**config.mk**
```make
export PLATFORM = sky130hd
export DESIGN_NAME = sdram_dq
export DESIGN_NICKNAME = d
export VERILOG_FILES = /design/src/source/sdram_pkg.sv /design/src/source/sdram_dq.sv
export SDC_FILE = /design/constraint.sdc
export NUM_CORES = 1
export LEC_CHECK = 0
export BUFFER_PORTS_ARGS = -buffer_cell sky130_fd_sc_hd__clkbuf_2
export CORE_MARGIN = 1
export CORE_UTILIZATION = 42
export CTS_BUF_LIST = sky130_fd_sc_hd__clkbuf_4
export DETAILED_ROUTE_END_ITERATION = 10
export PLACE_DENSITY_LB_ADDON = 0.1
export SLEW_MARGIN = 20
export SYNTH_ARGS = -nofsm -noshare
export SYNTH_HDL_FRONTEND = slang
export SYNTH_SLANG_ARGS = --single-unit
```
**constraint.sdc**
```tcl
create_clock -name clk_100m -period 1.5 [get_ports clk_100m]
set_input_delay 0.225 -clock clk_100m [delete_from_list [all_inputs] [get_ports clk_100m]]
set_output_delay 0.225 -clock clk_100m [all_outputs]
set_load 0.01 [all_outputs]
```
**src/source/sdram_pkg.sv**
```systemverilog
package sdram_pkg;

	//////////////////////////////////////////////////
	// address and data types
	//////////////////////////////////////////////////

	localparam int BANK_W = 2;
	localparam int ROW_W  = 13;
	localparam int COL_W  = 9;

	// user address, 24 bits
	typedef struct packed {
		logic [BANK_W-1:0] bank;
		logic [ROW_W-1:0]  row;
		logic [COL_W-1:0]  col;
	} sdram_addr_t;

	typedef logic [15:0] data_t;

	//////////////////////////////////////////////////
	// command pins
	//////////////////////////////////////////////////

	typedef struct packed {
		logic cs_n;
		logic ras_n;
		logic cas_n;
		logic we_n;
	} sdram_cmd_t;

	localparam sdram_cmd_t CMD_NOP       = 4'b0111;
	localparam sdram_cmd_t CMD_ACTIVE    = 4'b0011;
	localparam sdram_cmd_t CMD_READ      = 4'b0101;
	localparam sdram_cmd_t CMD_WRITE     = 4'b0100;
	localparam sdram_cmd_t CMD_PRECHARGE = 4'b0010;
	localparam sdram_cmd_t CMD_REFRESH   = 4'b0001;
	localparam sdram_cmd_t CMD_MRS       = 4'b0000;

	//////////////////////////////////////////////////
	// state machines
	//////////////////////////////////////////////////

	typedef enum logic [3:0] {
		I_NOP, I_PRECHARGE, I_TRP, I_AUTO_REFRESH1, I_TRF1,
		I_AUTO_REFRESH2, I_TRF2, I_MRS, I_TMRD, I_DONE
	} init_state_t;

	typedef enum logic [3:0] {
		W_IDLE, W_ACTIVE, W_TRCD, W_READ, W_CL, W_RD,
		W_WRITE, W_WD, W_TDAL, W_AR, W_TRFC
	} work_state_t;

	// timing in clk_100m cycles
	localparam int T_RP      = 2;
	localparam int T_RFC     = 7;
	localparam int T_MRD     = 2;
	localparam int T_RCD     = 2;
	localparam int CAS_LAT   = 3;
	localparam int BURST_LEN = 4;
	localparam int T_DAL     = 4;

	// burst write, CL 3, sequential, BL 4
	localparam logic [12:0] MODE_WORD = 13'b000_0_00_011_0_010;

endpackage

```
**src/source/sdram_dq.sv**
```systemverilog
module sdram_dq import sdram_pkg::*; (
	input  logic        clk_100m,
	input  logic        rst_n,
	input  work_state_t work_state,
	input  logic [15:0] cnt_clk,
	input  data_t       wr_data,
	input  data_t       dq_in,
	output data_t       dq_out,
	output logic        dq_oe,
	output logic        wr_data_next,
	output data_t       rd_data,
	output logic        rd_valid
);

	localparam int CNT_W = $clog2(BURST_LEN);

	logic             wr_burst;
	logic [CAS_LAT-1:0] rd_pipe;
	logic             rd_busy;
	logic [CNT_W-1:0] rd_cnt;

	//////////////////////////////////////////////////
	// write path
	//////////////////////////////////////////////////

	// one word per cycle from WRITE through the end of W_WD
	assign wr_burst = (work_state == W_WRITE) || (work_state == W_WD);

	// no request for a word after the last one
	assign wr_data_next = (work_state == W_WRITE) ||
		((work_state == W_WD) && (cnt_clk < 16'(BURST_LEN - 2)));

	always_ff @(posedge clk_100m) begin
		if (wr_burst)
			dq_out <= wr_data;
	end

	always_ff @(posedge clk_100m or negedge rst_n) begin
		if (!rst_n)
			dq_oe <= 1'b0;
		else
			dq_oe <= wr_burst;
	end

	//////////////////////////////////////////////////
	// read path
	//////////////////////////////////////////////////

	// cas latency delay, then a window of BURST_LEN samples
	always_ff @(posedge clk_100m or negedge rst_n) begin
		if (!rst_n) begin
			rd_pipe  <= '0;
			rd_busy  <= 1'b0;
			rd_cnt   <= '0;
			rd_valid <= 1'b0;
		end else begin
			rd_pipe  <= {rd_pipe[CAS_LAT-2:0], work_state == W_READ};
			rd_valid <= rd_busy;
			if (rd_pipe[CAS_LAT-1]) begin
				rd_busy <= 1'b1;
				rd_cnt  <= '0;
			end else if (rd_busy) begin
				rd_cnt <= rd_cnt + 1'b1;
				if (rd_cnt == CNT_W'(BURST_LEN - 1))
					rd_busy <= 1'b0;
			end
		end
	end

	always_ff @(posedge clk_100m) begin
		if (rd_busy)
			rd_data <= dq_in;
	end

endmodule

```
Word-level counts from Yosys, hierarchy flattened
Cells that the tools add are included.

word-level totals
  flip-flop bits (word level) = 40
  word-level logic and storage cells = 22

cells by class
  add/subtract/negate cells = 1
  magnitude comparators = 1
  muxes and demuxes = 5
  reduce and logical (&&, ||, !) cells = 4
  equal/unequal tests = 4

operators by type and width
  operator                                                                        number
  16-bit by 2-bit less-than comparator with 1-bit output (second input constant)  1
  4-bit by 3-bit == test with 1-bit output (second input constant)                2
  4-bit by 2-bit == test with 1-bit output (second input constant)                1
  2-bit 2-to-1 mux                                                                2
  1-bit 2-to-1 mux                                                                3
  2-bit by 1-bit adder with 2-bit output (second input constant)                  1
  2-bit == test (second input constant)                                           1
  1-bit logical OR                                                                2
  2-bit nonzero test                                                              1
  1-bit logical AND                                                               1

Logic depth before layout (Yosys ltp)
  word-level depth = 4
  depth in mapped cells = 3

Worst setup path before layout
No wires, ideal clock.

  path type = in2out
  start = in work_state[3]
  end = out wr_data_next
  slack = 0.171 ns
  data required time = 1.275 ns
  arrival = 1.104 ns
  stages = 2
  path through = and3b_1 > a21boi_1

on the way
  word-level cells in the longest chain between the ends = 3
  elaborated cells on any way between the ends = 4

RTL lines
  item                                      RTL line        source
  start, declared                           sdram_dq.sv:4   input work_state_t work_state,
  4-bit by 3-bit == test with 1-bit output  sdram_dq.sv:31  ((work_state == W_WD) && (cnt_clk < 16'(BURST_LEN - 2)));
  1-bit logical AND                         sdram_dq.sv:31
  1-bit logical OR *                        sdram_dq.sv:30  assign wr_data_next = (work_state == W_WRITE) ||
  end, declared                             sdram_dq.sv:10  output logic wr_data_next,

Every way passes the cells marked *; elsewhere a longest branch is shown, timed or not.

Final worst setup path
  start = in cnt_clk[8]
  end = out wr_data_next

on the way
  word-level cells in the longest chain between the ends = 3

RTL lines
  item                                                    RTL line        source
  start, declared                                         sdram_dq.sv:5   input logic [15:0] cnt_clk,
  16-bit by 2-bit less-than comparator with 1-bit output  sdram_dq.sv:31
  1-bit logical AND                                       sdram_dq.sv:31
  1-bit logical OR                                        sdram_dq.sv:30

No other way between the ends.

==> key figures <==
Run status
  • Status: finished with violations
  • Failing checks: design-rule violations

Setup path
  • Worst Path Required: between 1000 and 1500 ps
  • Delay-heaviest family, CP: simple AND/OR/NAND/NOR gates
  • Worst EP arrival: ~970 ps
  • Most common cell on crit path: clkbuf_2
  • Worst-path cell chain: clkbuf_2 > nor4_2 > nand4_1 > a21boi_1 > clkbuf_2
  • Reg2reg setup slack: 490 ps
  • R2R Path End: rd_data[4]
  • Cells on worst reg2reg path: 1
  • WP buf/inv: 2
  • Startpoint Class: primary input
  • Crit path kind: in2out
  • CP Capture Type: output pin
  • FF-to-FF Start: rd_busy
  • Worst Path Max Fanout: 1
  • Worst path slowest cell: nor4_2
  • Critical Path Max Stage Delay: about 250 ps

Floorplan
  • Die area: about 3300 um2
  • Initial Utilization: 0.4547
  • Num rows: 19
  • Die X: roughly 57 um
  • I/O pin count: 89
  • Core area: between 2000 and 3000 um2
  • Chip height: 57.34 um

Global route
  • Initial antenna violation count: 0
  • Largest net degree at the start of global routing: 17
  • GRT Residual Overflow: 0
  • Number of global-route vias before repair: between 800 and 900
  • Total GRT Usage: 0.1546
  • First-pass GRT wire length: roughly 3500 um

Pwr
  • Psw: about 0.68 mW
  • Comb power frac: 0.175
  • Peak supply drop: a little over 0.0009 V
  • Clock group share of total power: 0.262
  • Flop pwr share: 0.562
  • Leak pwr: 0.8670 nW
  • Int Pwr: 2.003 mW
  • Total power per unit cell area: between 1000 and 1500 nW/um2
  • Net Sw Frac: 0.2535
  • Total power: between 2 and 3 mW

Route
  • Starting DRT DRC Count: 22
  • Total iterations of the first detailed-routing run: 7
  • Routed Antenna Nets: 0
  • Routed wire length per instance: ~12 um
  • DR vias/cell: 4.647
  • Final wirelength: roughly 2200 um
  • Vias: approximately 860
  • Residual DRC count: 4

STA
  • Slew @ Worst Pin: between 200 and 250 ps
  • Clk_skew: 3.728 ps
  • Fin. max-slew vios: 0
  • Final Hold Vio Count: 0
  • Fin crit share: 0.7946
  • TNS Setup: 0 ps
  • RSZ-0062 raised after global routing: false
  • Fin Hold WS: approximately 40 ps
  • Final setup viols: 0
  • Achievable frequency: 839.0 MHz
  • Min Tclk post-route: between 1000 and 1500 ps
  • Rel. slew slack: 0.8486

Synthesis
  • Leading cell types by total area after synthesis: edfxtp_1, dfrtp_1, nor4_2
  • Syn Std Cell Area: around 1300 um2
  • Cells after synthesis: 55
  • Cell taking the most area after synthesis: edfxtp_1
  • Register bit total from synthesis: 40
  • Area share of the largest cell type after synthesis: 0.7471
  • Seq/Total Area, Yosys: 0.9027
  • Syn_nets: 110
  • Syn_area_per_cell: ~23 um2
  • Synth unique cells: 14
  • Syn. warnings: 0

Place
  • Final GP Congestion: around 0.66
  • Placed Area: 1775 um2
  • Buffers on Ports: 87
  • Hpwl dp: around 1800 um

Cells and area
  • Synth-to-layout area growth: 45.33%
  • Final Cell Area: approximately 1900 um2
  • Layout cell share with drive strength beyond 1: 0.6536
  • # diodes: 0
  • # nets final: between 200 and 250

Clock tree
  • Skew-Pair Late Insertion Delay: approximately 340 ps
  • Clock slew at reported path FFs: roughly 110 ps
  • # resized after CTS: 0
  • Sink Count: 40
  • Bufs on Longest Clock Path: 2
  • Max H-tree Level: 2
  • CTS Root Cell: clkbuf_4
  • CTS tree: yes
  • CTS buffer count: 5

Min path
  • Hold Path Sink: rd_pipe[0]
  • Worst hold path type: in2reg
  • Hold Path Depth: 2
  • Hold Startpoint: work_state[3]

Run
  • Number of max-cap violations: 0
[stage by stage]
step	util	setup slack, ps	std cells
final	0.6608	308.2	184
after CTS	0.6608	296.6	184
after global placement	0.6276	307.9	175
after detailed placement	0.6276	294.4	175
after global routing	0.6608	204.7	184
after floorplan	-	171.1	55
[cells in the final DEF (no fill, tap or decap), drive strengths merged, types with 2 or more instances in the layout]
cell type | Yosys | final
nor2 | 2 | 2
dfrtp | 8 | 8
buf | 0 | 2
inv | 1 | 2
clkbuf | 0 | 92
nor4 | 3 | 3
edfxtp | 32 | 32
[logic make-up after synthesis]
family          after synthesis  synth area share
compound gates                2           0.01168
xor+xnor                      1          0.006811
fa+ha+maj                     1          0.009726
buf+inv                       1          0.002915
flops                        40            0.9027
mux                           1          0.007782
simple gates                  9           0.05837
[routing by layer]
metal	vias to the layer above	wire [um]	global-route usage
li1	407	-	-
met2	66	1132	0.2542
met1	374	684	0.1332
met5	-	0	0
met4	0	68	0.1010
met3	8	354	0.1066
[worst max-delay path by stage]
stage / endpoint / startpoint / cells past startpoint / slack, ps
final: wr_data_next / cnt_clk[8] / 5 / 310
after global routing: wr_data_next / cnt_clk[13] / 5 / 200
after CTS: wr_data_next / cnt_clk[8] / 5 / 300
after detailed placement: wr_data_next / cnt_clk[8] / 5 / 290
after global placement: wr_data_next / cnt_clk[13] / 5 / 310
after floorplan: wr_data_next / work_state[3] / 2 / 170
[final cells by class]
cell class / instances / area [um2]
clock buffer: 5 / 37.54
inverter: 1 / 3.754
clock inverter: 3 / 46.29
tap: 31 / 38.79
fill: 218 / 959.7
multi-input combinational: 14 / 121.4
sequential: 40 / 1161
timing repair buffer: 90 / 460.4
[synth_stat cells]
| cell | number |
|---|---|
| a21boi_1 | 1 |
| a21o_1 | 1 |
| and3b_1 | 1 |
| dfrtp_1 | 8 |
| edfxtp_1 | 32 |
| ha_1 | 1 |
| inv_1 | 1 |
| mux2i_1 | 1 |
| nand4_1 | 1 |
| nor2_1 | 2 |
| nor3_1 | 1 |
| nor4_2 | 3 |
| nor4bb_1 | 1 |
| xnor2_1 | 1 |
[sequential cells by signal, indices dropped and copies added, names as in the netlist]
signal	flops
dq_oe	1
dq_out	16
rd_busy	1
rd_cnt	2
rd_pipe	3
rd_valid	1
rd_data	16
[power by group through the flow]
stage	clock (mW)	sequential (mW)	combinational, mW
2_1_floorplan	0	1.66	0.0927
3_3_place_gp	0	1.53	0.465
3_5_place_dp	0	1.54	0.479
4_1_cts	0.732	1.51	0.483
5_1_grt	0.766	1.54	0.522
6_report	0.704	1.51	0.470
[repair_timing]
item / CTS / global route
setup endpoints to repair: 0 / 0
hold buffers: 1 / 0
buffers inserted: 0 / 0
hold endpoints to repair: 8 / 0
No activity file was read; power rests on OpenSTA's default activity.
