`src/source/sdram_pkg.sv`:
```
package sdram_pkg;

	//////////////////////////////////////////////////
	// address and data types
	//////////////////////////////////////////////////

	localparam int BANK_W = 2;
	localparam int ROW_W  = 13;
	localparam int COL_W  = 9;

	// user address, 24 bits
	typedef struct packed {
		logic [BANK_W-1:0] bank;
		logic [ROW_W-1:0]  row;
		logic [COL_W-1:0]  col;
	} sdram_addr_t;

	typedef logic [15:0] data_t;

	//////////////////////////////////////////////////
	// command pins
	//////////////////////////////////////////////////

	typedef struct packed {
		logic cs_n;
		logic ras_n;
		logic cas_n;
		logic we_n;
	} sdram_cmd_t;

	localparam sdram_cmd_t CMD_NOP       = 4'b0111;
	localparam sdram_cmd_t CMD_ACTIVE    = 4'b0011;
	localparam sdram_cmd_t CMD_READ      = 4'b0101;
	localparam sdram_cmd_t CMD_WRITE     = 4'b0100;
	localparam sdram_cmd_t CMD_PRECHARGE = 4'b0010;
	localparam sdram_cmd_t CMD_REFRESH   = 4'b0001;
	localparam sdram_cmd_t CMD_MRS       = 4'b0000;

	//////////////////////////////////////////////////
	// state machines
	//////////////////////////////////////////////////

	typedef enum logic [3:0] {
		I_NOP, I_PRECHARGE, I_TRP, I_AUTO_REFRESH1, I_TRF1,
		I_AUTO_REFRESH2, I_TRF2, I_MRS, I_TMRD, I_DONE
	} init_state_t;

	typedef enum logic [3:0] {
		W_IDLE, W_ACTIVE, W_TRCD, W_READ, W_CL, W_RD,
		W_WRITE, W_WD, W_TDAL, W_AR, W_TRFC
	} work_state_t;

	// timing in clk_100m cycles
	localparam int T_RP      = 2;
	localparam int T_RFC     = 7;
	localparam int T_MRD     = 2;
	localparam int T_RCD     = 2;
	localparam int CAS_LAT   = 3;
	localparam int BURST_LEN = 4;
	localparam int T_DAL     = 4;

	// burst write, CL 3, sequential, BL 4
	localparam logic [12:0] MODE_WORD = 13'b000_0_00_011_0_010;

endpackage

```
`src/source/sdram_cmd.sv`:
```
module sdram_cmd import sdram_pkg::*; (
	input  logic        clk_100m,
	input  logic        rst_n,
	input  init_state_t init_state,
	input  work_state_t work_state,
	input  logic        load,
	input  sdram_addr_t addr,
	output sdram_cmd_t  cmd,
	output logic [1:0]  ba,
	output logic [12:0] a,
	output logic [1:0]  dqm
);

	sdram_addr_t addr_q;
	sdram_cmd_t  cmd_d;
	logic [1:0]  ba_d;
	logic [12:0] a_d;

	always_ff @(posedge clk_100m) begin
		if (load)
			addr_q <= addr;
	end

	//////////////////////////////////////////////////
	// command decode
	//////////////////////////////////////////////////

	always_comb begin
		cmd_d = CMD_NOP;
		ba_d  = '0;
		a_d   = '0;
		if (init_state != I_DONE) begin
			case (init_state)
				I_PRECHARGE: begin
					// all banks
					cmd_d   = CMD_PRECHARGE;
					a_d[10] = 1'b1;
				end
				I_AUTO_REFRESH1, I_AUTO_REFRESH2: cmd_d = CMD_REFRESH;
				I_MRS: begin
					cmd_d = CMD_MRS;
					a_d   = MODE_WORD;
				end
				default: cmd_d = CMD_NOP;
			endcase
		end else begin
			case (work_state)
				W_ACTIVE: begin
					cmd_d = CMD_ACTIVE;
					ba_d  = addr_q.bank;
					a_d   = addr_q.row;
				end
				// a10 high selects auto-precharge
				W_READ: begin
					cmd_d = CMD_READ;
					ba_d  = addr_q.bank;
					a_d   = {2'b00, 1'b1, 1'b0, addr_q.col};
				end
				W_WRITE: begin
					cmd_d = CMD_WRITE;
					ba_d  = addr_q.bank;
					a_d   = {2'b00, 1'b1, 1'b0, addr_q.col};
				end
				W_AR:    cmd_d = CMD_REFRESH;
				default: cmd_d = CMD_NOP;
			endcase
		end
	end

	always_ff @(posedge clk_100m or negedge rst_n) begin
		if (!rst_n) begin
			cmd <= CMD_NOP;
			ba  <= '0;
			a   <= '0;
			dqm <= 2'b11;
		end else begin
			cmd <= cmd_d;
			ba  <= ba_d;
			a   <= a_d;
			dqm <= (init_state == I_DONE) ? 2'b00 : 2'b11;
		end
	end

endmodule

```
`config.mk`:
```
export PLATFORM = sky130hd
export DESIGN_NAME = sdram_cmd
export DESIGN_NICKNAME = d
export VERILOG_FILES = /design/src/source/sdram_pkg.sv /design/src/source/sdram_cmd.sv
export SDC_FILE = /design/constraint.sdc
export NUM_CORES = 1
export LEC_CHECK = 0
export BUFFER_PORTS_ARGS = -buffer_cell sky130_fd_sc_hd__clkbuf_2
export CAP_MARGIN = 20
export CORE_MARGIN = 1
export CORE_UTILIZATION = 34
export DETAILED_ROUTE_END_ITERATION = 12
export HOLD_SLACK_MARGIN = 0.1
export PLACE_DENSITY_LB_ADDON = 0.08
export SYNTH_ARGS = -nofsm -noshare
export SYNTH_HDL_FRONTEND = slang
export SYNTH_SLANG_ARGS = --single-unit
```
`constraint.sdc`:
```
create_clock -name clk_100m -period 1.2 [get_ports clk_100m]
set_input_delay 0.18 -clock clk_100m [delete_from_list [all_inputs] [get_ports clk_100m]]
set_output_delay 0.18 -clock clk_100m [all_outputs]
set_load 0.01 [all_outputs]
```
Yosys cells after proc, flatten, opt, wreduce, memory -nomap -nowiden
Index checks and enable logic that the tools add are counted.
{"block": "classes", "eq_ne": 10, "magnitude_cmp": 0, "n_shift": 0, "n_mul": 0, "n_addsub": 0, "mux": 10, "div": 0, "reduce_logical": 3, "n_bitwise": 0}
{"op": "case mux 13 bit (2 select lines)", "n": 1}
{"op": "2-to-1 mux 13 bit", "n": 1}
{"op": "equality test 4 x 3 -> 1 bit, second input constant", "n": 3}
{"op": "case mux 3 bit (4 select lines)", "n": 1}
{"op": "case mux 3 bit (3 select lines)", "n": 1}
{"op": "equality test 4 x 1 -> 1 bit, second input constant", "n": 2}
{"op": "equality test 4 x 2 -> 1 bit, second input constant", "n": 2}
{"op": "equality test 4 bit, second input constant", "n": 2}
{"op": "2-to-1 mux 2 bit", "n": 3}
{"op": "2-to-1 mux 6 bit", "n": 1}
{"op": "2-to-1 mux 4 bit", "n": 1}
{"op": "inequality test 4 bit, second input constant", "n": 1}
{"op": "OR reduction 2 bit", "n": 2}
{"op": "OR reduction 3 bit", "n": 1}
{"op": "2-to-1 mux 1 bit", "n": 1}
{"block": "totals", "latchBits": 0, "memories": 0, "ram_bits": 0, "word_cells": 33, "rom_bits": 0, "regBits": 45}

Logic depth before layout (Yosys ltp)
{"block": "depth", "ltp_word": 4, "ltp_mapped": 5, "mapped_depth_nobuf": 4}

Worst setup path before layout
No wires, ideal clock.
{"block": "synth_timing", "path_type": "in2reg", "from": "in init_state[2]", "to": "reg ba[0]", "setup_ns": 0.080, "cell_stages": 5, "slack_ns": 0.231, "arrival_ns": 0.889, "path_buffers": 1, "path_cell_list": "nor2_2 -> and3_2 -> inv_1 -> buf_2 -> nor3b_2"}
{"block": "synth_between", "elab_chain_len": 2}
{"element": "from (decl)", "line_no": "sdram_cmd.sv:4", "rtl": "input init_state_t init_state,"}
{"element": "inequality test 4 bit", "line_no": "sdram_cmd.sv:32", "rtl": "if (init_state != I_DONE) begin"}
{"element": "2-to-1 mux 2 bit", "line_no": "sdram_cmd.sv:32"}
{"element": "net ba_d[0]", "line_no": "sdram_cmd.sv:16", "rtl": "logic [1:0] ba_d;"}
{"element": "to (signal assigned)", "line_no": "sdram_cmd.sv:73", "rtl": "ba <= '0;"}
{"element": "to (signal assigned)", "line_no": "sdram_cmd.sv:78", "rtl": "ba <= ba_d;"}
{"element": "to (decl)", "line_no": "sdram_cmd.sv:9", "rtl": "output logic [1:0] ba,"}
The timed path passes the listed nets, and every way through them passes these cells.
A chain may end at the register's enable or synchronous reset.

==> summary.txt <==
STA
  – Final hold violation count: 0
  – RSZ-0062 raised after global routing: false
  – Final Skew: approximately 0.0032 ns
  – Post-route minimum period: approximately 1.1 ns
  – Setup TNS: 0 ns
  – Pins Over Slew Limit: 0
  – Tcrit/Tclk final: 0.940
  – Final setup violation count: 0
  – Setup WS post-layout: just over 0.07 ns
  – Fmax: 0.886 GHz

Die
  – Die Y: between 70 and 80 um
  – Die width: 70.4 um
  – Die Area: 4950 um^2
  – Top Ports: 56
  – Core Area: 4410 um^2
  – Rows: 24
  – Initial Util: 0.360

Critical path
  – Crit end category: primary output
  – Critical path class: register to primary output
  – CP max FO: 2
  – R2r endpoint: a[10]$_DFF_PN0_
  – Critical path cell sequence: clkbuf_2
  – Slowest stage delay, CP: 0.53 ns
  – Crit path launch: dqm[0]$_DFF_PN1_
  – Worst reg2reg path depth: 2
  – Crit path buffers/inverters: 1
  – Worst R2R Start: addr_q[19]$_DFFE_PP_
  – Crit-path slowest cell: dfstp_2
  – Reg2reg setup slack: 0.36 ns
  – Crit start category: register
  – Arr. time, crit path: roughly 0.95 ns
  – Top Family by Delay on Critical Path: flip-flops
  – WP data required: 1.02 ns

Yosys
  – Seq cells post-synth: 43
  – Mapped cell area: about 1600 um^2
  – Syn_nets: 130
  – Syn_area_per_cell: 16.7 um^2
  – Count of cell types in the netlist: 32
  – Synth Instances: 95
  – Synth warn: 0
  – Sequential share of the synthesized area: 0.755

GRT
  – Pin count of the biggest net entering global routing: 25
  – Vias in the first global route: 1088
  – Antenna violations before repair: 0
  – Total grt overflow: 0
  – First-pass GRT wire length: 5070 um
  – All-Layer GR Usage: 0.138

CTS
  – Num Clock Sinks: 43
  – Clock Tree Root: clkbuf_8
  – Clk Latency, worst-skew pair: slightly below 0.3 ns
  – Post-CTS Resized: 0
  – Clk pin slew, worst setup/hold paths: about 0.08 ns
  – Postcts setup bufs: 0
  – Total CTS buffers: 5
  – H-tree depth: 2
  – CTS tree: built
  – CTS Hold Bufs: 27
  – Clock Path Buffers: 2

Detailed routing
  – Via density per instance: approximately 4.6
  – Wire per inst: around 13 um
  – Routed via count: 1082
  – Drc violations: 0
  – Post-Route WL: 3000 um
  – Drt first pass iters: 4
  – Drt initial violations: 37
  – Antenna Nets Post-Route: 0

Place
  – Pre-CTS setup slack: approximately 0.018 ns
  – Placer congestion estimate: between 0.6 and 0.7
  – DP Area: 1950 um^2
  – IO Port Bufs: 54
  – Final HPWL DP: around 2000 um
  – Placed cells: 202

Power and ir drop
  – Sw Share: 0.225
  – VDD IR max: around 690 uV
  – Reg power frac: 0.584
  – Cell area power density: 1240 nW/um^2
  – Int Pwr: 2.22 mW
  – Leak: about 1.0 nW
  – Switch Pwr: 0.644 mW
  – Clk pwr share: 0.313
  – Comb pwr share: 0.103

Final layout
  – Area Overhead vs Synth: 45.0%
  – Post-layout nets: 219
  – Post-Layout Inst Area: between 2000 and 2500 um^2
  – Ant. Diodes: 0
  – Share of post-route cells with drive strength above 1: 0.432
  – Finished Layout Cells: 237

Hold path
  – Hold crit path type: primary input to register
  – Min-Delay Endpoint: cmd[2]$_DFF_PN1_
  – HP Start: init_state[1]
  – Hold path depth: 3

Status
  – Outcome: finished, final reports clean

Job
  – Max-Cap Viols: 0
-- cells in the mapped netlist --
cell type,n,area [um^2]
a21oi_1,2,10.0
and3_1,3,18.8
nor2_2,1,6.26
dfstp_2,4,105
edfxtp_1,24,721
nor2b_1,1,6.26
nand4bb_1,1,11.3
nor2_1,6,22.5
nor3b_1,1,7.51
nand4b_1,1,8.76
nand2_1,3,11.3
and3_2,1,7.51
o21ai_1,2,10.0
buf_4,2,15.0
a32oi_2,1,16.3
a21oi_2,1,8.76
dfrtp_1,15,375
buf_2,1,5.00
o21ai_0,1,5.00
conb_1,1,3.75
o21ai_2,1,8.76
inv_1,2,7.51
nor4b_4,1,23.8
nor3b_2,2,25.0
xnor2_1,1,8.76
xor2_1,1,8.76
a22oi_1,1,7.51
a32oi_1,8,70.1
a31oi_1,1,6.26
o41ai_1,1,8.76
buf_6,3,33.8
nand2b_1,1,6.26
-- flip-flops by register name, indices dropped and copies added (netlist names) --
name and cells:
addr_q 24, a 13, cmd 3, ba 2
dqm 1
-- final cells by class --
cell class,instances,area [um^2]
tap,52,65.1
inverter,2,7.51
multi-input combinational,44,328
sequential,43,1200
fill,397,2110
timing repair buffer,88,618
clock inverter,3,17.5
clock buffer,5,68.8
-- layout by cell type, fill, tap and decap left out, types with 3 or more instances in the layout --
cell           instances
a32oi_1                8
and3_1                 3
buf_4                  5
clkbuf_2              54
clkbuf_8               5
dfrtp_1               15
dfstp_2                4
dlygate4sd3_1         27
edfxtp_1              24
nand2_1                3
nor2_1                 6
-- per-stage QoR --
stage | hold WS (ns) | utilization | power (mW)
final | 0.162 | 0.522 | 2.86
after global routing | 0.161 | 0.522 | 3.00
after CTS | 0.154 | 0.522 | 2.89
after detailed placement | 0.150 | 0.442 | 1.93
after global placement | 0.140 | 0.442 | 1.93
after floorplan | -0.116 | - | 1.79
-- layer usage --
layer	wire [um]	track usage
met5	0	0
met1	1250	0.156
met3	184	0.0548
met4	44	0.0533
met2	1520	0.233
-- worst max path at each step --
stage	endpoint	cells after the start
after floorplan	ba[0]$_DFF_PN0_	5
after global placement	ba[1]$_DFF_PN0_	5
after detailed placement	ba[1]$_DFF_PN0_	5
after CTS	dqm[1]	1
after global routing	dqm[0]	1
final	dqm[1]	1
-- power groups by stage --
| stage | clock network (mW) | registers, mW | logic, mW |
|---|---|---|---|
| 2_1_floorplan | 0 | 1.71 | 0.0826 |
| 3_3_place_gp | 0 | 1.70 | 0.224 |
| 3_5_place_dp | 0 | 1.71 | 0.227 |
| 4_1_cts | 0.924 | 1.67 | 0.297 |
| 5_1_grt | 0.998 | 1.68 | 0.324 |
| 6_report | 0.898 | 1.67 | 0.294 |
-- cells by family (layout without fill, tap and decap cells) --
logic type,after synthesis,in the layout,share of synthesized area
AOI/OAI and AO/OA,19,19,0.0952
xor gates and xnor gates,2,2,0.0110
buffers and inverters,8,98,0.0385
DFF,43,43,0.755
other,1,1,0.00236
and+or+nand+nor,22,22,0.0976
No activity file was read; power rests on OpenSTA's default activity.
