**src/source/sdram_pkg.sv**
```systemverilog
package sdram_pkg;

	//////////////////////////////////////////////////
	// address and data types
	//////////////////////////////////////////////////

	localparam int BANK_W = 2;
	localparam int ROW_W  = 13;
	localparam int COL_W  = 9;

	// user address, 24 bits
	typedef struct packed {
		logic [BANK_W-1:0] bank;
		logic [ROW_W-1:0]  row;
		logic [COL_W-1:0]  col;
	} sdram_addr_t;

	typedef logic [15:0] data_t;

	//////////////////////////////////////////////////
	// command pins
	//////////////////////////////////////////////////

	typedef struct packed {
		logic cs_n;
		logic ras_n;
		logic cas_n;
		logic we_n;
	} sdram_cmd_t;

	localparam sdram_cmd_t CMD_NOP       = 4'b0111;
	localparam sdram_cmd_t CMD_ACTIVE    = 4'b0011;
	localparam sdram_cmd_t CMD_READ      = 4'b0101;
	localparam sdram_cmd_t CMD_WRITE     = 4'b0100;
	localparam sdram_cmd_t CMD_PRECHARGE = 4'b0010;
	localparam sdram_cmd_t CMD_REFRESH   = 4'b0001;
	localparam sdram_cmd_t CMD_MRS       = 4'b0000;

	//////////////////////////////////////////////////
	// state machines
	//////////////////////////////////////////////////

	typedef enum logic [3:0] {
		I_NOP, I_PRECHARGE, I_TRP, I_AUTO_REFRESH1, I_TRF1,
		I_AUTO_REFRESH2, I_TRF2, I_MRS, I_TMRD, I_DONE
	} init_state_t;

	typedef enum logic [3:0] {
		W_IDLE, W_ACTIVE, W_TRCD, W_READ, W_CL, W_RD,
		W_WRITE, W_WD, W_TDAL, W_AR, W_TRFC
	} work_state_t;

	// timing in clk_100m cycles
	localparam int T_RP      = 2;
	localparam int T_RFC     = 7;
	localparam int T_MRD     = 2;
	localparam int T_RCD     = 2;
	localparam int CAS_LAT   = 3;
	localparam int BURST_LEN = 4;
	localparam int T_DAL     = 4;

	// burst write, CL 3, sequential, BL 4
	localparam logic [12:0] MODE_WORD = 13'b000_0_00_011_0_010;

endpackage

```
**src/source/sdram_ctrl.sv**
```systemverilog
module sdram_ctrl import sdram_pkg::*; #(
	parameter int init_cycles      = 20000,
	parameter int refresh_interval = 748
) (
	input  logic        clk_100m,
	input  logic        rst_n,
	input  logic        wr_req,
	input  logic        rd_req,
	output init_state_t init_state,
	output work_state_t work_state,
	output logic [15:0] cnt_clk,
	output logic        load,
	output logic        rw_n,
	output logic        wr_ack,
	output logic        rd_ack,
	output logic        init_done,
	output logic        busy
);

	// command state counts as the first cycle of each spacing
	localparam logic [15:0] PWR_END  = 16'(init_cycles - 1);
	localparam logic [15:0] REF_END  = 16'(refresh_interval - 1);
	localparam logic [15:0] TRP_END  = 16'(T_RP - 2);
	localparam logic [15:0] TRFC_END = 16'(T_RFC - 2);
	localparam logic [15:0] TMRD_END = 16'(T_MRD - 2);
	localparam logic [15:0] TRCD_END = 16'(T_RCD - 2);
	localparam logic [15:0] CL_END   = 16'(CAS_LAT - 1);
	localparam logic [15:0] RD_END   = 16'(BURST_LEN);
	localparam logic [15:0] WD_END   = 16'(BURST_LEN - 2);
	localparam logic [15:0] TDAL_END = 16'(T_DAL - 1);

	init_state_t init_next;
	work_state_t work_next;
	logic [15:0] ref_cnt;
	logic        ref_req;

	assign init_done = (init_state == I_DONE);
	assign busy      = !(init_done && (work_state == W_IDLE));

	// refresh wins, otherwise any user request opens a row
	assign load = init_done && (work_state == W_IDLE) && !ref_req && (rd_req || wr_req);

	// rd_ack lines up with the last captured word in sdram_dq
	assign wr_ack = (work_state == W_TDAL) && (cnt_clk == '0);
	assign rd_ack = (work_state == W_RD) && (cnt_clk == RD_END);

	//////////////////////////////////////////////////
	// init sequence
	//////////////////////////////////////////////////

	always_comb begin
		init_next = init_state;
		case (init_state)
			I_NOP: begin
				if (cnt_clk == PWR_END)
					init_next = I_PRECHARGE;
			end
			I_PRECHARGE:     init_next = I_TRP;
			I_TRP: begin
				if (cnt_clk == TRP_END)
					init_next = I_AUTO_REFRESH1;
			end
			I_AUTO_REFRESH1: init_next = I_TRF1;
			I_TRF1: begin
				if (cnt_clk == TRFC_END)
					init_next = I_AUTO_REFRESH2;
			end
			I_AUTO_REFRESH2: init_next = I_TRF2;
			I_TRF2: begin
				if (cnt_clk == TRFC_END)
					init_next = I_MRS;
			end
			I_MRS:           init_next = I_TMRD;
			I_TMRD: begin
				if (cnt_clk == TMRD_END)
					init_next = I_DONE;
			end
			I_DONE:          init_next = I_DONE;
			default:         init_next = I_NOP;
		endcase
	end

	//////////////////////////////////////////////////
	// access and refresh
	//////////////////////////////////////////////////

	always_comb begin
		work_next = work_state;
		if (init_done) begin
			case (work_state)
				W_IDLE: begin
					if (ref_req)
						work_next = W_AR;
					else if (rd_req || wr_req)
						work_next = W_ACTIVE;
				end
				W_ACTIVE: work_next = W_TRCD;
				W_TRCD: begin
					if (cnt_clk == TRCD_END)
						work_next = rw_n ? W_WRITE : W_READ;
				end

				// read burst, auto-precharge
				W_READ:   work_next = W_CL;
				W_CL: begin
					if (cnt_clk == CL_END)
						work_next = W_RD;
				end
				W_RD: begin
					if (cnt_clk == RD_END)
						work_next = W_IDLE;
				end

				// write burst, auto-precharge
				W_WRITE:  work_next = W_WD;
				W_WD: begin
					if (cnt_clk == WD_END)
						work_next = W_TDAL;
				end
				W_TDAL: begin
					if (cnt_clk == TDAL_END)
						work_next = W_IDLE;
				end

				W_AR:     work_next = W_TRFC;
				W_TRFC: begin
					if (cnt_clk == TRFC_END)
						work_next = W_IDLE;
				end
				default:  work_next = W_IDLE;
			endcase
		end
	end

	// counter restarts on any state change
	always_ff @(posedge clk_100m or negedge rst_n) begin
		if (!rst_n) begin
			init_state <= I_NOP;
			work_state <= W_IDLE;
			cnt_clk    <= '0;
		end else begin
			init_state <= init_next;
			work_state <= work_next;
			if ((init_next != init_state) || (work_next != work_state))
				cnt_clk <= '0;
			else
				cnt_clk <= cnt_clk + 16'd1;
		end
	end

	// direction of the accepted request, read has priority
	always_ff @(posedge clk_100m or negedge rst_n) begin
		if (!rst_n)
			rw_n <= 1'b0;
		else if (load)
			rw_n <= !rd_req;
	end

	// refresh timer runs once init is done
	always_ff @(posedge clk_100m or negedge rst_n) begin
		if (!rst_n) begin
			ref_cnt <= '0;
			ref_req <= 1'b0;
		end else begin
			if (!init_done || (ref_cnt == REF_END))
				ref_cnt <= '0;
			else
				ref_cnt <= ref_cnt + 16'd1;

			if (init_done && (ref_cnt == REF_END))
				ref_req <= 1'b1;
			else if (work_state == W_AR)
				ref_req <= 1'b0;
		end
	end

endmodule

```
**config.mk**
```make
export PLATFORM = sky130hd
export DESIGN_NAME = sdram_ctrl
export DESIGN_NICKNAME = d
export VERILOG_FILES = /design/src/source/sdram_pkg.sv /design/src/source/sdram_ctrl.sv
export SDC_FILE = /design/constraint.sdc
export NUM_CORES = 1
export LEC_CHECK = 0
export BUFFER_PORTS_ARGS = -buffer_cell sky130_fd_sc_hd__buf_2
export CAP_MARGIN = 25
export CORE_ASPECT_RATIO = 0.75
export CORE_UTILIZATION = 52
export CTS_BUF_LIST = sky130_fd_sc_hd__clkbuf_16
export CTS_CLUSTER_SIZE = 12
export DETAILED_ROUTE_END_ITERATION = 10
export GPL_TIMING_DRIVEN = 0
export PLACE_DENSITY = 0.88
export SYNTH_ARGS = -nofsm -noshare
export SYNTH_HDL_FRONTEND = slang
export SYNTH_SLANG_ARGS = --single-unit
```
**constraint.sdc**
```tcl
create_clock -name clk_100m -period 1.9 [get_ports clk_100m]
set_input_delay 0.285 -clock clk_100m [delete_from_list [all_inputs] [get_ports clk_100m]]
set_output_delay 0.285 -clock clk_100m [all_outputs]
set_load 0.1 [all_outputs]
```
* Word level (Yosys, flattened, before mapping) *
Cells that the tools add are included.

operators by class
  add/sub/neg operators = 2
  multipliers = 0
  divide/modulo/power cells = 0
  $lt $le $gt $ge = 0
  equality and inequality tests = 27
  shift-type cells = 0
  mux-type cells = 21
  bitwise gates (word level) = 0
  reduce and logical (&&, ||, !) cells = 17

operators by type and width
  operator                                                count
  2-to-1 mux 4 bit                                        14
  case mux 4 bit (11 select lines)                        1
  case mux 4 bit (10 select lines)                        1
  adder 16 x 1 -> 16 bit (second input constant)          2
  equality test 16 x 2 -> 1 bit (second input constant)   2
  equality test 16 x 3 -> 1 bit (second input constant)   2
  equality test 4 x 3 -> 1 bit (second input constant)    8
  2-to-1 mux 16 bit                                       2
  equality test 4 bit (second input constant)             5
  equality test 16 x 10 -> 1 bit (second input constant)  1
  equality test 16 x 15 -> 1 bit (second input constant)  1
  equality test 4 x 2 -> 1 bit (second input constant)    4
  zero test 16 bit                                        1
  equality test 4 x 1 -> 1 bit (second input constant)    2
  zero test 4 bit                                         2
  inequality test 4 bit                                   2
  logical AND 1 bit                                       6
  zero test 1 bit                                         4
  logical OR 1 bit                                        3
  2-to-1 mux 3 bit                                        1
  2-to-1 mux 1 bit                                        2
  nonzero test 2 bit                                      1

word-level totals
  flip-flop bits (word level) = 42
  bits in latches = 0
  RAM bits = 0
  ROM bits = 0
  bits of input ports = 4
  output and inout port bits = 30
  word-level logic and storage cells = 73
  memories = 0

* Depth between registers and ports, before layout *
Gate-level depths: netlist (run 1).

  depth in word-level cells = 8
  gate-level depth with buffers = 10
  depth with buffers taken out = 8

* Worst setup path after synthesis (run 1) *
No wires, ideal clock.

  path kind = reg2reg
  start = reg init_state[0]
  end = reg rw_n
  setup time = 231 ps
  data arrival time = 4814 ps
  required time = 1669 ps
  slack = -3145 ps
  cell stages (with the launch flop) = 8
  path buffers = 2
  clock period less this slack = 5045 ps
  path through = dfrtp_1 buf_2 nand4bb_1 buf_2 nor2_1 nand2_1 nor3_1 a21oi_1

on the way
  longest elaborated chain between the ends = 4

ends and longest elaborated chain
  element                          RTL line           source
  start, declared                  sdram_ctrl.sv:9    output init_state_t init_state,
  start signal, assigned           sdram_ctrl.sv:142  init_state <= init_next;
  equality test 4 bit              sdram_ctrl.sv:37   assign init_done = (init_state == I_DONE);
  logical AND 1 bit (3 in series)  sdram_ctrl.sv:41   assign load = init_done && (work_state == W_IDLE) && !ref_req && (rd_req || wr_req);
  via load                         sdram_ctrl.sv:12   output logic load,
  end signal, assigned             sdram_ctrl.sv:156  rw_n <= !rd_req;
  end, declared                    sdram_ctrl.sv:13   output logic rw_n,

The timed path passes the listed nets, and every way through them passes these cells.
A chain may end at the register's enable or synchronous reset.

* Final worst setup path (run 1) *
  start = reg cnt_clk[3]
  end = reg cnt_clk[7]

on the way
  longest elaborated chain between the ends = 7
  elaborated cells between the ends (all ways) = 25
  those cells by class = add/sub (1); eq/ne (7); mux (15); reduce/logical (2)

ends and longest elaborated chain
  element                                                RTL line                                               source
  start, declared                                        sdram_ctrl.sv:11                                       output logic [15:0] cnt_clk,
  start signal, assigned                                 sdram_ctrl.sv:147                                      cnt_clk <= cnt_clk + 16'd1;
  equality test 16 x 3 -> 1 bit (tied with other cells)  sdram_ctrl.sv:65, sdram_ctrl.sv:70, sdram_ctrl.sv:127
  2-to-1 mux 4 bit (tied with other cells)               sdram_ctrl.sv:127                                      if (cnt_clk == TRFC_END)
  case mux 4 bit (11 select lines)                       sdram_ctrl.sv:90                                       case (work_state)
  2-to-1 mux 4 bit                                       sdram_ctrl.sv:89                                       if (init_done) begin
  inequality test 4 bit                                  sdram_ctrl.sv:144                                      if ((init_next != init_state) || (work_next != work_state))
  logical OR 1 bit                                       sdram_ctrl.sv:144
  2-to-1 mux 16 bit *                                    sdram_ctrl.sv:144

Mark *: on every way between the ends. The rest lies on a longest branch, timed or not.

==> results of run 1 <==
-- repair_timing --
item                                   4_1_cts  5_1_grt
endpoints found under the hold margin        0       13
pin swaps                                   11       24
gates resized for setup                     45       35
gates cloned                                 0        2
hold buffers                                 0        1
setup buffers                               17       15
setup endpoints to repair                   37       35
-- critical path: stages (launching register included) --
cell and delay, ps:
dfrtp_4 510, nor4_4 430, nand4_4 190, o31a_1 400, nor3_4 230, o211ai_4 200
clkbuf_16 220, nor3_4 170
-- per-layer routing --
metal / vias up / part of all wire / track usage / wire, um
met3: 37 / 0.079 / 0.0799 / 693
li1: 1166 / - / - / -
met4: 0 / 0.032 / 0.121 / 286
met2: 158 / 0.49 / 0.502 / 4310
met1: 1310 / 0.40 / 0.375 / 3540
met5: - / 0 / 0 / 0
-- area by class of cell --
cell class	count	area, sq um
inverters	13	53.8
multi-input cells	219	1800
clock buffers	5	125
plain buffers	12	136
repair buffers	68	587
fillers	241	749
clock inverters	3	17.5
flip-flops and latches	42	1110
well taps	57	71.3
-- stage by stage --
stage	area, sq um	util	power (mW)	setup WS, ps	hold WS (ps)
after global routing	3900	0.839	1.85	-578	205
after CTS	3600	0.774	1.78	-373	170
after global placement	3110	0.670	0.954	-495	471
after floorplan	2880	-	0.930	-743	-10.6
after detailed placement	3110	0.670	0.954	-492	474
final	3900	0.839	1.79	-561	208
-- registers in the layout, indices dropped and copies added, names as in the netlist --
name / cells
cnt_clk: 16
init_state: 4
ref_cnt: 16
ref_req: 1
rw_n: 1
work_state: 4
-- cell families (layout without fill, tap and decap cells) --
kind of cell / after synthesis / after routing / share of synthesized area
flops: 42 / 42 / 0.400
compound gates: 38 / 38 / 0.0996
fa+ha+maj: 5 / 5 / 0.0238
buf+inv: 27 / 101 / 0.0472
xor+xnor: 30 / 30 / 0.100
simple gates: 146 / 146 / 0.329
-- worst max path at each step --
stage / start / end / depth (start not counted) / slack, ps
2_1_floorplan: init_state[1] / rw_n / 7 / -740
3_3_place_gp: cnt_clk[15] / cnt_clk[5] / 7 / -490
3_5_place_dp: cnt_clk[3] / cnt_clk[9] / 7 / -490
4_1_cts: cnt_clk[6] / wr_ack / 5 / -370
5_1_grt: cnt_clk[3] / cnt_clk[7] / 7 / -580
6_report: cnt_clk[3] / cnt_clk[7] / 7 / -560
-- cell usage in the layout, fill, tap and decap left out, types with 3 or more instances in the layout --
cell,n
o21ai_2,3
and2_1,3
dfrtp_1,17
clkbuf_16,7
o211ai_1,3
nor2_2,3
nand2b_1,3
nor2_1,33
and3_1,6
o21ai_1,3
buf_6,10
inv_1,11
clkbuf_2,3
nand3_1,10
dfrtp_4,13
buf_12,8
o21ai_0,4
nand4_1,10
a21oi_1,5
xnor2_1,11
nor3_2,8
buf_4,22
dfrtp_2,12
xor2_1,19
nand2_1,24
buf_2,29
o22ai_1,3
ha_1,3
nor3_4,11
nor4_4,3
-- power by group --
group	internal [mW]	switching, mW	leakage [nW]
Clock	0.482	0.364	0.0750
Sequential	0.895	0.00215	0.527
Combinational	0.00997	0.0353	1.02
Total	1.39	0.401	1.62
==> impl_metrics.py, run 1 <==
metrics = {
    "placement": {
        "place_congestion": 0.905,
        "hpwl_mm": 4.43,
        "port_buffers": 33,
        "dp.cells": 378,
    },
    "timing": {
        "max_freq_ghz": 0.406,
        "fin_skew_ps": 3.90,
        "period_share": 1.30,
        "rsz0062_at_grt": "true",
        "tightest_slew_ps": 739,
        "finalSetupTns_ps": -10110,
        "finalWorstSetupSlack_ps": -561,
        "slew_headroom": 0.501,
        "hold_viol": 0,
        "setup_viol": 25,
        "slew_violations": 0,
        "period_needed_ps": 2460,
    },
    "synthesis": {
        "ys_types": 51,
        "synth.most_common_cell": "dfrtp_1",
        "syn_nets": 297,
        "yosysWarnings": 0,
        "async_reset_ff_frac": 1.00,
        "synth_edf_count": 0,
        "syn_area_sq_um": 2630,
        "seq_area_frac_synth": 0.400,
        "ys_top_cells_by_area": "dfrtp_1, xor2_1, nor2_1",
        "synth_flop_cell": "dfrtp_1",
        "yosysTopAreaCell": "dfrtp_1",
        "ys_top_cells_by_count": "dfrtp_1, nor2_1, nand2_1",
        "syn_inst": 288,
        "synth_top_area_share": 0.400,
        "synth_area_per_cell_sq_um": 9.12,
        "ys_seq_elements": 42,
    },
    "power_and_ir_drop": {
        "ir_worst_vdd_v": 0.000327,
        "p_leak_nw": 1.62,
        "power.density_nw_per_um2": 458,
    },
    "status": {
        "violations": "DRC, setup timing",
        "status": "finished with violations",
    },
    "route": {
        "vias_per_cell": 6.37,
        "drt_iter0_drc": 383,
        "first_pass_iters": 8,
        "vias": 2671,
        "drc": 6,
        "drt.antenna.violating_nets": 0,
        "routed_wirelength_mm": 8.82,
        "routedWlPerCell_um": 21.1,
    },
    "global_route": {
        "grt_max_degree": 43,
        "grt_usage": 0.302,
        "grt_pass1_vias": 2500,
        "antenna_found_initial": 0,
        "grt_overflow": 0,
        "grt_first_pass_wirelength_mm": 12.4,
    },
    "clock_network": {
        "cts_tree": "yes",
        "cts_inserted_buffers": 5,
        "h-tree-depth": 2,
        "path_clk_slew_ps": 60,
        "worstSkewPairLatency_ps": 290,
        "cts_sinks": 42,
        "cts-root-buf": "clkbuf_16",
        "clk_path_buf_depth": 2,
    },
    "setup_path": {
        "timing.rr.start": "cnt_clk[3]",
        "timing.rr.end": "cnt_clk[7]",
        "crit_type": "register to register",
        "arrival_ps": 2670,
        "critPathLaunchType": "register",
        "path_max_fanout": 5,
        "reg2reg_depth": 7,
        "end_kind": "register",
        "reg2reg_setup_slack_ps": -560,
        "crit_required_ps": 2100,
    },
    "floorplan": {
        "initial_core_util": 0.565,
        "die_x_um": 84.1,
        "ios": 34,
        "die_h_um": 63.5,
        "dieArea_sq_um": 5340,
        "core-area_sq_um": 4650,
        "std_cell_rows": 21,
    },
    "layout": {
        "finalNonFillerCells": 419,
        "drive_gt1_frac": 0.467,
        "areaGrowthSynthToFinish_pct": 48.5,
        "diodes": 0,
        "fin_nets": 370,
    },
    "job": {
        "maxCapViolations": 0,
    },
    "hold_path": {
        "holdPathStages": 2,
        "min_to": "rw_n",
        "hold_path_class": "input pin to register",
        "min_from": "rd_req",
    },
}
Note: power is estimated with default switching activity, not from simulation.
==> inputs of run 2 (changes only) <==
Settings changed: CELL_PAD_IN_SITES_DETAIL_PLACEMENT set to 1, CELL_PAD_IN_SITES_GLOBAL_PLACEMENT set to 2, CORE_UTILIZATION 52 to 32, PLACE_DENSITY 0.88 to 0.87.
==> run 2 against run 1 <==
  * The flow finishes with violations (setup timing)
  * Utilization fell by 33 points
  * Sequential cell count unchanged
  * Sequential share of layout area is 0.84 points lower
  * Via count down 6.7%
  * Die area rose by 61%
  * Wire length rose by 0.18%
  * Critical endpoint is now cnt_clk[12]
  * Largest power group is now the clock network
  * Highest routed layer unchanged
==> impl_metrics.py, run 2 (synthesis results as in run 1) <==
metrics = {
    "floorplan": {
        "core-area_sq_um": 7920,
        "ios": 34,
        "dieArea_sq_um": 8580,
        "std_cell_rows": 28,
        "die_x_um": 107,
        "initial_core_util": 0.332,
        "die_h_um": 80.5,
    },
    "route": {
        "top_layer_used": "met4",
        "drt_iter0_drc": 86,
        "vias_per_cell": 5.28,
        "dr_wl_met2_mm": 4.31,
        "first_pass_iters": 4,
        "drt.antenna.violating_nets": 0,
        "drc": 0,
        "wl_met3_um": 303,
        "routed_wirelength_mm": 8.84,
        "routedWlPerCell_um": 18.7,
        "vias": 2493,
        "wl_met1_mm": 4.13,
    },
    "hold_path": {
        "min_from": "rd_req",
        "holdPathStages": 2,
        "hold_path_class": "input pin to register",
        "min_to": "rw_n",
    },
    "setup_path": {
        "timing.rr.start": "cnt_clk[10]",
        "arrival_ps": 2490,
        "crit_required_ps": 2100,
        "path_max_fanout": 10,
        "crit_type": "register to register",
        "end_kind": "register",
        "critPathLaunchType": "register",
        "reg2reg_depth": 8,
        "timing.rr.end": "cnt_clk[12]",
        "reg2reg_setup_slack_ps": -390,
    },
    "power_and_ir_drop": {
        "power.density_nw_per_um2": 486,
        "ir_worst_vdd_v": 0.000298,
        "p_leak_nw": 1.67,
    },
    "placement": {
        "placed_area_sq_um": 3170,
        "place_congestion": 0.764,
        "hpwl_mm": 5.42,
        "port_buffers": 33,
    },
    "global_route": {
        "grt_first_pass_wirelength_mm": 13.9,
        "antenna_found_initial": 0,
        "grt_usage": 0.212,
        "grt_overflow": 0,
        "grt_pass1_vias": 2594,
        "grt_max_degree": 43,
    },
    "status": {
        "violations": "setup timing",
        "status": "finished with violations",
    },
    "clock_network": {
        "h-tree-depth": 2,
        "cts-root-buf": "clkbuf_16",
        "cts_sinks": 42,
        "path_clk_slew_ps": 60,
        "cts_tree": "yes",
        "worstSkewPairLatency_ps": 290,
        "clk_path_buf_depth": 2,
        "cts_inserted_buffers": 5,
    },
    "timing": {
        "rsz0062_at_grt": "true",
        "max_freq_ghz": 0.436,
        "finalWorstSetupSlack_ps": -394,
        "tightest_slew_ps": 503,
        "period_needed_ps": 2290,
        "period_share": 1.21,
        "finalSetupTns_ps": -7530,
        "setup_viol": 33,
        "fin_skew_ps": 6.24,
        "slew_violations": 0,
        "slew_headroom": 0.667,
        "hold_viol": 0,
    },
    "layout": {
        "areaGrowthSynthToFinish_pct": 52.9,
        "drive_gt1_frac": 0.493,
        "final_common_cell": "buf_2",
        "diodes": 0,
        "most-common-layout-cells": "buf_2, buf_4, nor2_1, nand2_1, xor2_1",
        "fin_nets": 375,
        "utilization": 0.507,
        "final_area_sq_um": 4020,
        "reg.largest.list": "cnt_clk: 16 flops, ref_cnt: 16 flops",
    },
    "job": {
        "maxCapViolations": 0,
    },
}
==> run 2: cell types whose count changed in the layout (fill, tap and decap cells not counted), moves of 3 or more <==
cell	before	now
nor3_2	8	13
nor3_4	11	6
nor2_1	33	25
nor2_4	2	8
buf_12	8	11
buf_4	22	28
==> run 2: worst max path at each step <==
stage | start | to | slack (ps)
final | cnt_clk[10] | cnt_clk[12] | -390
after global routing | cnt_clk[10] | cnt_clk[9] | -470
after CTS | cnt_clk[6] | wr_ack | -370
after detailed placement | cnt_clk[15] | cnt_clk[12] | -570
after global placement | cnt_clk[15] | cnt_clk[7] | -520
after floorplan | init_state[1] | rw_n | -740
==> run 2: power breakdown <==
group | internal, mW | leakage, nW | switching (mW)
Clock | 0.623 | 0.0842 | 0.388
Sequential | 0.895 | 0.529 | 0.00237
Combinational | 0.00996 | 1.06 | 0.0351
==> run 2: area by class of cell <==
cell class / count / area (sq um)
repair buffers: 73 / 611
multi-input cells: 219 / 1790
plain buffers: 12 / 145
flip-flops and latches: 42 / 1110
clock buffers: 5 / 125
inverters: 13 / 53.8
well taps: 105 / 131
fillers: 886 / 3900
clock inverters: 3 / 43.8
==> run 2: metal layers <==
layer / global-route usage / up-vias
li1: - / 1171
met1: 0.293 / 1264
met2: 0.347 / 48
met3: 0.0284 / 10
met4: 0.0562 / 0
met5: 0 / -
==> run 2: through the flow <==
stage	power (mW)	instances	hold slack [ps]	setup slack (ps)
3_5_place_dp	0.956	426	498	-569
5_1_grt	2.01	472	216	-466
6_report	1.95	472	197	-394
4_1_cts	1.97	462	195	-365
2_1_floorplan	0.930	288	-10.6	-743
3_3_place_gp	0.956	426	492	-518
==> run 2: timing repair <==
action                                  CTS  global route
hold buffers                              0             1
cloned                                    1             0
endpoints found under the hold margin     0            13
endpoints found under the setup margin   40            41
pin swaps                                19            23
setup buffers                            29             9
gates resized for setup                  48            34
==> run 2: worst max-delay path, stage by stage (launching register included) <==
cell and delay [ps]:
dfrtp_4 470, clkbuf_8 170, nor2_1 260, nand4_4 200, o21a_1 300, nor3_4 280, o211ai_4 150, buf_8 190
nor3_2 180
